--- config.mk ---
export PLATFORM = sky130hd
export DESIGN_NAME = dcxplus_top
export DESIGN_NICKNAME = d
export VERILOG_FILES = /design/src/dcxplus_pkg.sv /design/src/dc_reset_hold.sv /design/src/dc_video_input.sv /design/src/dcxplus_top.sv /design/src/hdmi_line_output.sv /design/src/line_doubler_buffer.sv
export VERILOG_INCLUDE_DIRS = /design/src
export SDC_FILE = /design/constraint.sdc
export NUM_CORES = 2
export LEC_CHECK = 0
export BUFFER_PORTS_ARGS = -buffer_cell sky130_fd_sc_hd__buf_2
export CORE_ASPECT_RATIO = 1.2
export CORE_MARGIN = 1
export CORE_UTILIZATION = 28
export DETAILED_ROUTE_END_ITERATION = 8
export PLACE_DENSITY_LB_ADDON = 0.08
export REMOVE_ABC_BUFFERS = 1
export SLEW_MARGIN = 0
export SYNTH_ARGS = -nofsm -noshare
export SYNTH_HDL_FRONTEND = slang
export SYNTH_SLANG_ARGS = --single-unit
--- constraint.sdc ---
create_clock -name reset_clock -period 7.4 [get_ports reset_clock]
set_input_delay 1.11 -clock reset_clock [delete_from_list [all_inputs] [get_ports reset_clock]]
set_output_delay 1.11 -clock reset_clock [all_outputs]
set_load 0.05 [all_outputs]
--- src/dcxplus_config.svh ---
`ifndef DCXPLUS_CONFIG_SVH
`define DCXPLUS_CONFIG_SVH

//////////////////////////////
// line buffer geometry

// pixels stored and played back per line
`define LINE_WIDTH 32
// address width of one bank, must cover LINE_WIDTH
`define BUF_ADDR_W 5

//////////////////////////////
// output line timing, in cycles

`define OUT_HFRONT 4
`define OUT_HSYNC 4
`define OUT_HBACK 4

// console reset hold, short value for simulation
`define DC_RESET_CYCLES 64

`endif

--- src/dcxplus_pkg.sv ---
package dcxplus_pkg;

    //////////////////////////////
    // video types

    // x or y position inside a frame
    typedef logic [11:0] line_coord_t;

    // 24-bit output pixel, red in the top byte
    typedef struct packed {
        logic [7:0] red;
        logic [7:0] green;
        logic [7:0] blue;
    } rgb_pixel_t;

endpackage

--- src/dc_reset_hold.sv ---
`include "dcxplus_config.svh"

module dc_reset_hold (
    input  logic reset_clock,
    input  logic reset_dc,
    output logic dc_nreset_low
);

    localparam int CNT_W = $clog2(`DC_RESET_CYCLES);

    // count reaches the last value on the final hold edge
    localparam logic [CNT_W-1:0] HOLD_LAST = CNT_W'(`DC_RESET_CYCLES - 1);

    logic [CNT_W-1:0] hold_cnt;

    //////////////////////////////
    // console reset hold

    always_ff @(posedge reset_clock or posedge reset_dc) begin
        if (reset_dc) begin
            hold_cnt      <= '0;
            dc_nreset_low <= 1'b1;
        end else if (dc_nreset_low) begin
            if (hold_cnt == HOLD_LAST) begin
                // console released, counter parks here
                dc_nreset_low <= 1'b0;
            end else begin
                hold_cnt <= hold_cnt + 1'b1;
            end
        end
    end

endmodule

--- src/dc_video_input.sv ---
`include "dcxplus_config.svh"

module dc_video_input import dcxplus_pkg::*; (
    input  logic        reset_clock,
    input  logic        reset_dc,
    input  logic        hsync_n,
    input  logic        vsync_n,
    input  logic [11:0] dc_data,
    output logic        pixel_valid,
    output rgb_pixel_t  pixel,
    output line_coord_t pixel_x,
    output line_coord_t pixel_y,
    output logic        line_done,
    output line_coord_t line_y
);

    logic        hsync_n_q;
    logic        vsync_n_q;
    logic        hsync_fall;
    logic        vsync_fall;
    logic        phase;
    logic [7:0]  red_hold;
    logic [3:0]  green_hi_hold;
    line_coord_t x_count;
    line_coord_t y_count;

    // previous sync levels, edges found against the live input
    always_ff @(posedge reset_clock or posedge reset_dc) begin
        if (reset_dc) begin
            hsync_n_q <= 1'b0;
            vsync_n_q <= 1'b0;
        end else begin
            hsync_n_q <= hsync_n;
            vsync_n_q <= vsync_n;
        end
    end

    assign hsync_fall = hsync_n_q & ~hsync_n;
    assign vsync_fall = vsync_n_q & ~vsync_n;

    //////////////////////////////
    // two-phase pixel capture

    // phase 0 holds red and upper green
    always_ff @(posedge reset_clock) begin
        if (hsync_n && !phase) begin
            red_hold      <= dc_data[11:4];
            green_hi_hold <= dc_data[3:0];
        end
        if (hsync_n && phase) begin
            pixel.red   <= red_hold;
            pixel.green <= {green_hi_hold, dc_data[11:8]};
            pixel.blue  <= dc_data[7:0];
        end
    end

    always_ff @(posedge reset_clock or posedge reset_dc) begin
        if (reset_dc) begin
            phase       <= 1'b0;
            pixel_valid <= 1'b0;
            pixel_x     <= '0;
            pixel_y     <= '0;
            x_count     <= '0;
        end else begin
            pixel_valid <= 1'b0;
            if (!hsync_n) begin
                // blanking keeps the phase aligned to the line start
                phase <= 1'b0;
            end else begin
                phase <= ~phase;
                if (phase) begin
                    pixel_valid <= 1'b1;
                    pixel_x     <= x_count;
                    pixel_y     <= y_count;
                    // stop at the stored width so x never wraps back in range
                    if (x_count != line_coord_t'(`LINE_WIDTH)) begin
                        x_count <= x_count + line_coord_t'(1);
                    end
                end
            end
            if (hsync_fall) begin
                x_count <= '0;
            end
        end
    end

    //////////////////////////////
    // line and frame counting

    always_ff @(posedge reset_clock or posedge reset_dc) begin
        if (reset_dc) begin
            line_done <= 1'b0;
            line_y    <= '0;
            y_count   <= '0;
        end else begin
            line_done <= hsync_fall;
            if (hsync_fall) begin
                line_y  <= y_count;
                y_count <= y_count + line_coord_t'(1);
            end
            // frame start wins over a same-cycle line end
            if (vsync_fall) begin
                y_count <= '0;
            end
        end
    end

endmodule

--- src/dcxplus_top.sv ---
`include "dcxplus_config.svh"

module dcxplus_top import dcxplus_pkg::*; (
    input  logic        reset_clock,
    input  logic        reset_dc,
    input  logic        hsync_n,
    input  logic        vsync_n,
    input  logic [11:0] dc_data,
    output logic        hsync,
    output logic        vsync,
    output logic        de,
    output rgb_pixel_t  video,
    output logic        dc_nreset_low
);

    // input side to buffer
    logic        pixel_valid;
    rgb_pixel_t  pixel;
    line_coord_t pixel_x;
    logic        line_done;
    line_coord_t line_y;

    // buffer to output side
    logic [`BUF_ADDR_W-1:0] rd_addr;
    rgb_pixel_t             rd_pixel;
    logic                   line_ready;
    line_coord_t            ready_y;

    //////////////////////////////
    // video path

    dc_video_input u_video_input (
        .reset_clock (reset_clock),
        .reset_dc    (reset_dc),
        .hsync_n     (hsync_n),
        .vsync_n     (vsync_n),
        .dc_data     (dc_data),
        .pixel_valid (pixel_valid),
        .pixel       (pixel),
        .pixel_x     (pixel_x),
        .pixel_y     (),
        .line_done   (line_done),
        .line_y      (line_y)
    );

    line_doubler_buffer u_line_buffer (
        .reset_clock (reset_clock),
        .reset_dc    (reset_dc),
        .pixel_valid (pixel_valid),
        .pixel       (pixel),
        .pixel_x     (pixel_x),
        .line_done   (line_done),
        .line_y      (line_y),
        .rd_addr     (rd_addr),
        .rd_pixel    (rd_pixel),
        .line_ready  (line_ready),
        .ready_y     (ready_y)
    );

    hdmi_line_output u_line_output (
        .reset_clock (reset_clock),
        .reset_dc    (reset_dc),
        .line_ready  (line_ready),
        .ready_y     (ready_y),
        .rd_pixel    (rd_pixel),
        .rd_addr     (rd_addr),
        .hsync       (hsync),
        .vsync       (vsync),
        .de          (de),
        .video       (video)
    );

    //////////////////////////////
    // console reset

    dc_reset_hold u_reset_hold (
        .reset_clock   (reset_clock),
        .reset_dc      (reset_dc),
        .dc_nreset_low (dc_nreset_low)
    );

endmodule

--- src/hdmi_line_output.sv ---
`include "dcxplus_config.svh"

module hdmi_line_output import dcxplus_pkg::*; (
    input  logic                   reset_clock,
    input  logic                   reset_dc,
    input  logic                   line_ready,
    input  line_coord_t            ready_y,
    input  rgb_pixel_t             rd_pixel,
    output logic [`BUF_ADDR_W-1:0] rd_addr,
    output logic                   hsync,
    output logic                   vsync,
    output logic                   de,
    output rgb_pixel_t             video
);

    typedef enum logic [2:0] {
        ST_IDLE,
        ST_FRONT,
        ST_SYNC,
        ST_BACK,
        ST_ACTIVE
    } out_state_t;

    // last count of each phase
    localparam line_coord_t FRONT_LAST  = line_coord_t'(`OUT_HFRONT - 1);
    localparam line_coord_t SYNC_LAST   = line_coord_t'(`OUT_HSYNC - 1);
    localparam line_coord_t BACK_LAST   = line_coord_t'(`OUT_HBACK - 1);
    localparam line_coord_t ACTIVE_LAST = line_coord_t'(`LINE_WIDTH - 1);
    // buffer read plus output register, two cycles before de
    localparam line_coord_t FETCH_START = line_coord_t'(`OUT_HBACK - 2);

    out_state_t  state;
    line_coord_t cycle_cnt;
    logic        second_copy;
    logic        fetch_next;

    assign fetch_next = (state == ST_ACTIVE) ||
                        ((state == ST_BACK) && (cycle_cnt >= FETCH_START));

    //////////////////////////////
    // read address lookahead

    always_ff @(posedge reset_clock or posedge reset_dc) begin
        if (reset_dc) begin
            rd_addr <= '0;
        end else if (state == ST_FRONT) begin
            rd_addr <= '0;
        end else if (fetch_next) begin
            rd_addr <= rd_addr + 1'b1;
        end
    end

    //////////////////////////////
    // line timing FSM

    // outputs are set on the transitions so they line up with the state
    always_ff @(posedge reset_clock or posedge reset_dc) begin
        if (reset_dc) begin
            state       <= ST_IDLE;
            cycle_cnt   <= '0;
            second_copy <= 1'b0;
            hsync       <= 1'b0;
            vsync       <= 1'b0;
            de          <= 1'b0;
            video       <= '0;
        end else begin
            case (state)
                ST_IDLE: begin
                    if (line_ready) begin
                        state       <= ST_FRONT;
                        cycle_cnt   <= '0;
                        second_copy <= 1'b0;
                        // frame sync spans both copies of line 0
                        vsync       <= (ready_y == '0);
                    end
                end
                ST_FRONT: begin
                    if (cycle_cnt == FRONT_LAST) begin
                        state     <= ST_SYNC;
                        cycle_cnt <= '0;
                        hsync     <= 1'b1;
                    end else begin
                        cycle_cnt <= cycle_cnt + line_coord_t'(1);
                    end
                end
                ST_SYNC: begin
                    if (cycle_cnt == SYNC_LAST) begin
                        state     <= ST_BACK;
                        cycle_cnt <= '0;
                        hsync     <= 1'b0;
                    end else begin
                        cycle_cnt <= cycle_cnt + line_coord_t'(1);
                    end
                end
                ST_BACK: begin
                    if (cycle_cnt == BACK_LAST) begin
                        state     <= ST_ACTIVE;
                        cycle_cnt <= '0;
                        de        <= 1'b1;
                        video     <= rd_pixel;
                    end else begin
                        cycle_cnt <= cycle_cnt + line_coord_t'(1);
                    end
                end
                ST_ACTIVE: begin
                    if (cycle_cnt == ACTIVE_LAST) begin
                        de        <= 1'b0;
                        video     <= '0;
                        cycle_cnt <= '0;
                        if (second_copy) begin
                            state <= ST_IDLE;
                            vsync <= 1'b0;
                        end else begin
                            // replay the same bank once more
                            state       <= ST_FRONT;
                            second_copy <= 1'b1;
                        end
                    end else begin
                        video     <= rd_pixel;
                        cycle_cnt <= cycle_cnt + line_coord_t'(1);
                    end
                end
                default: begin
                    state <= ST_IDLE;
                end
            endcase
        end
    end

endmodule

--- src/line_doubler_buffer.sv ---
`include "dcxplus_config.svh"

module line_doubler_buffer import dcxplus_pkg::*; (
    input  logic                   reset_clock,
    input  logic                   reset_dc,
    input  logic                   pixel_valid,
    input  rgb_pixel_t             pixel,
    input  line_coord_t            pixel_x,
    input  logic                   line_done,
    input  line_coord_t            line_y,
    input  logic [`BUF_ADDR_W-1:0] rd_addr,
    output rgb_pixel_t             rd_pixel,
    output logic                   line_ready,
    output line_coord_t            ready_y
);

    // bank 0 and bank 1, one line each
    rgb_pixel_t mem [2][`LINE_WIDTH];

    logic wr_bank;
    logic rd_bank;
    logic wr_en;

    // reader always sits on the bank finished last
    assign rd_bank = ~wr_bank;

    // anything past the stored width is dropped
    assign wr_en = pixel_valid && (pixel_x < line_coord_t'(`LINE_WIDTH));

    //////////////////////////////
    // bank select and line hand-off

    always_ff @(posedge reset_clock or posedge reset_dc) begin
        if (reset_dc) begin
            wr_bank    <= 1'b0;
            line_ready <= 1'b0;
            ready_y    <= '0;
        end else begin
            line_ready <= line_done;
            if (line_done) begin
                wr_bank <= ~wr_bank;
                ready_y <= line_y;
            end
        end
    end

    //////////////////////////////
    // memory access

    always_ff @(posedge reset_clock) begin
        if (wr_en) begin
            mem[wr_bank][pixel_x[`BUF_ADDR_W-1:0]] <= pixel;
        end
    end

    // one cycle read latency
    always_ff @(posedge reset_clock) begin
        rd_pixel <= mem[rd_bank][rd_addr];
    end

endmodule

==> run_results.csv <==
group,metric,value,unit
die,die_area,237000,sq um
pwr,p_leak,24.9,nW
setup_path,cp.arrival,5.34,ns
die,std_cell_rows,194,
clock_tree,cts.sinks,1718,
yosys,synth-compound-area-share,5.55,%
clock_tree,cts_tree,"built",
final_layout,final_util,32.5,%
timing,finalCritPeriodShare,62.0,%
die,start_util,28.2,%
clock_tree,root_buffer,"clkbuf_16",
pwr,internal_power,0.0180,W
min_path,min_path_type,"input pin to async pin",
final_layout,area_growth,15.4,%
final_layout,nFillCells,22300,
yosys,synth.most_common_cell,"edfxtp_1",
global_routing,grt-ovfl-total,0,
routing,vias,33300,
yosys,muxShareOfSynthArea,13.0,%
die,core-area,233000,sq um
yosys,ys_ff_latch,1718,
clock_tree,cts_buffer_depth,4,
routing,vias_per_cell,4.88,
timing,skew,0.0512,ns
setup_path,worst_setup_path_end_kind,"register",
pwr,ir_drop,0.304,mV
yosys,synth_flop_cell,"edfxtp_1",
final_layout,nets,3553,
setup_path,cp_cell_sequence,"buf_12, buf_4, mux2i_1, a221oi_1, o21ai_0, a221oi_1, a21o_1",
routing,drt-initial-drc-count,2820,
yosys,synth.top_cell.area_share,71.8,%
pwr,p_per_area,333,nW/um^2
global_routing,grt_max_degree,100,
setup_path,path_class,"register to register",
routing,routed_wl,205000,um
clock_tree,cts_resized,0,
pwr,p_seq_share,44.1,%
timing,setup_viol,0,
die,die_w,444,um
clock_tree,holdBufCountCts,0,
setup_path,cpPeakStageDelay,1.16,ns
clock_tree,postCtsSetupBuffers,0,
setup_path,cp_slowest_cell,"a221oi_1",
yosys,ys_warn_count,0,
pwr,power.switching,0.00724,W
setup_path,timing.critical_path.mode_cell,"a221oi_1",
yosys,synthCells,3359,
yosys,postSynthAreaPerCell,19.6,sq um
routing,drc_errors,0,
clock_tree,clk_latency,0.84,ns
pwr,swShare,28.7,%
routing,route.detailed.wl_per_inst,30.1,um
global_routing,antenna_found_initial,9,
yosys,async_reset_ff_share,7.10,%
yosys,seq_area_frac_synth,77.1,%
yosys,ys_top_cells_by_area,"edfxtp_1 (72%), mux4_2 (6.6%), mux2i_1 (5.9%)",
timing,fin_setup_tns,0,ns
setup_path,worstPathRequired,8.15,ns
yosys,netlist_area,65800,sq um
yosys,synth.largest_area_cell,"edfxtp_1",
timing,rsz0062_at_grt,"no",
setup_path,critPathBufInv,2,
placed_design,io_buffers,43,
timing,fmax,218,MHz
global_routing,grt_pass1_wl,284000,um
routing,dr.pass1.iters,7,
global_routing,grt_pass1_vias,34700,
yosys,synthXorXnorAreaFrac,0.399,%
yosys,synth-adder-area-share,0.133,%
final_layout,drive_gt1_share,20.0,%
timing,slew_violations,0,
routing,ant_nets,0,
flow_run,drv_cap,0,
setup_path,crit_path_start_kind,"register",
timing,hold_viol,0,
pwr,combPwrFrac,19.9,%
setup_path,cp_max_fo,85,
placed_design,gp_routability_congestion,0.746,
pwr,clockPowerShare,35.9,%
global_routing,grt_usage,17.1,%
placed_design,dp_hpwl,117000,um
timing,layout_min_cycle_time,4.59,ns
timing,relSlewSlack,3.82,%
yosys,synth_edf_count,1572,
clock_tree,cts_buffers,190,
setup_path,critPathTopFamily,"compound AO/OA/AOI/OAI gates",
die,pin_count,44,
outcome,status,"completed",
yosys,ys_top_cells_by_count,"edfxtp_1 (1572), mux2i_1 (389), mux4_2 (194)",
yosys,synth_simple_gate_area_share,1.89,%
yosys,synth_top_family_by_area,"multiplexers",
clock_tree,clk_pin_slew,0.06,ns
timing,worst-slew-pin-transition,1.44,ns
clock_tree,cts_max_level,4,
yosys,ys_types,61,
die,die_h,533,um
-- layout make-up --
type / instances / area (sq um) / share of cell area [%]
clock inverters: 96 / 747 / 0.984
repair buffers: 176 / 1310 / 1.73
flip-flops and latches: 1718 / 50800 / 66.9
well taps: 3136 / 3920 / 5.17
inverters: 15 / 62.6 / 0.0824
multi-input cells: 1429 / 14000 / 18.4
clock buffers: 247 / 5110 / 6.74
diodes: 3 / 7.51 / 0.00989
-- placed cells by master, fill, tap and decap left out, types with 23 or more instances in the layout --
cell type     n
edfxtp_1   1572
mux2i_1     389
mux4_2      194
clkbuf_16   193
buf_4       125
a221oi_1    117
dfrtp_1     115
o21ai_0      83
nand2_1      71
nor2_2       65
a21oi_1      59
a211oi_1     49
o22ai_1      48
o221ai_1     48
clkbuf_1     46
clkinv_1     43
buf_2        43
nor2_1       42
clkinv_2     33
a21o_1       28
o21ai_1      28
a22o_1       24
mux2_2       24
dfxtp_1      24
a22oi_1      23
-- power by group through the flow --
stage / clock (W) / combinational, W / sequential, W
2_1_floorplan: 0 / 0.00295 / 0.0117
3_3_place_gp: 0 / 0.00515 / 0.0114
3_5_place_dp: 0 / 0.00517 / 0.0114
4_1_cts: 0.00933 / 0.00518 / 0.0112
5_1_grt: 0.00966 / 0.00537 / 0.0112
6_report: 0.00907 / 0.00504 / 0.0111
-- metrics by stage --
step | total power (W) | hold WS (ns) | setup slack, ns | instances | instance area (sq um)
CTS | 0.0257 | 0.357 | 2.68 | 6817 | 75900
global route | 0.0262 | 0.391 | 2.60 | 6818 | 75900
global placement | 0.0165 | 0.408 | 2.67 | 6474 | 70000
floorplan | 0.0146 | 0.400 | -14.13 | 3162 | 64600
finish | 0.0252 | 0.381 | 2.81 | 6820 | 75900
detailed placement | 0.0165 | 0.406 | 2.70 | 6474 | 70000
-- layer usage --
metal  global-route usage, %  share of wire, %  vias to the layer above
li1                        -                 -                    14200
met5                       0                 0                        -
met2                    30.3                52                      709
met1                    22.1                43                    18100
met3                    2.02               3.6                      265
met4                    3.96               2.2                        0
-- state kept, by name, summed over array words and instances (netlist names), 3 cells and up --
register / flops
u_line_output.rd_addr: 5
u_video_input.y_count: 12
u_video_input.line_y: 12
u_video_input.pixel_x: 12
u_line_buffer.rd_pixel: 24
u_line_buffer.mem: 1536
u_video_input.x_count: 12
u_video_input.green_hi_hold: 4
u_reset_hold.hold_cnt: 6
u_line_output.video: 24
u_video_input.red_hold: 8
u_line_buffer.ready_y: 12
u_video_input.pixel: 24
u_line_output.state: 3
u_line_output.cycle_cnt: 12
-- kinds of logic after synthesis --
family / count (synthesis)
xor gates and xnor gates: 30
AOI/OAI and AO/OA: 518
adders and majority gates: 7
muxes: 607
buffers and inverters: 212
and+or+nand+nor: 267
DFF: 1718
-- path summary, 6_finish.rpt --
kind / slack, ns / from / end / cells after the start
max: 2.81 / u_line_buffer.wr_bank$_DFFE_PP0P_ / u_line_buffer.rd_pixel[10]$_DFF_P_ / 7
min in group reset_clock: 0.42 / u_video_input.green_hi_hold[0]$_DFFE_PP_ / u_video_input.pixel[12]$_DFFE_PP_ / 0
min reg2reg: 0.42 / u_video_input.green_hi_hold[0]$_DFFE_PP_ / u_video_input.pixel[12]$_DFFE_PP_ / 0
min: 0.38 / reset_dc / u_line_output.vsync$_DFFE_PP0P_ / 2
max reg2reg: 2.81 / u_line_buffer.wr_bank$_DFFE_PP0P_ / u_line_buffer.rd_pixel[10]$_DFF_P_ / 7
max in group asynchronous: 5.74 / reset_dc / u_video_input.y_count[10]$_DFFE_PP0P_ / 3
(Power assumes the default switching activity.)
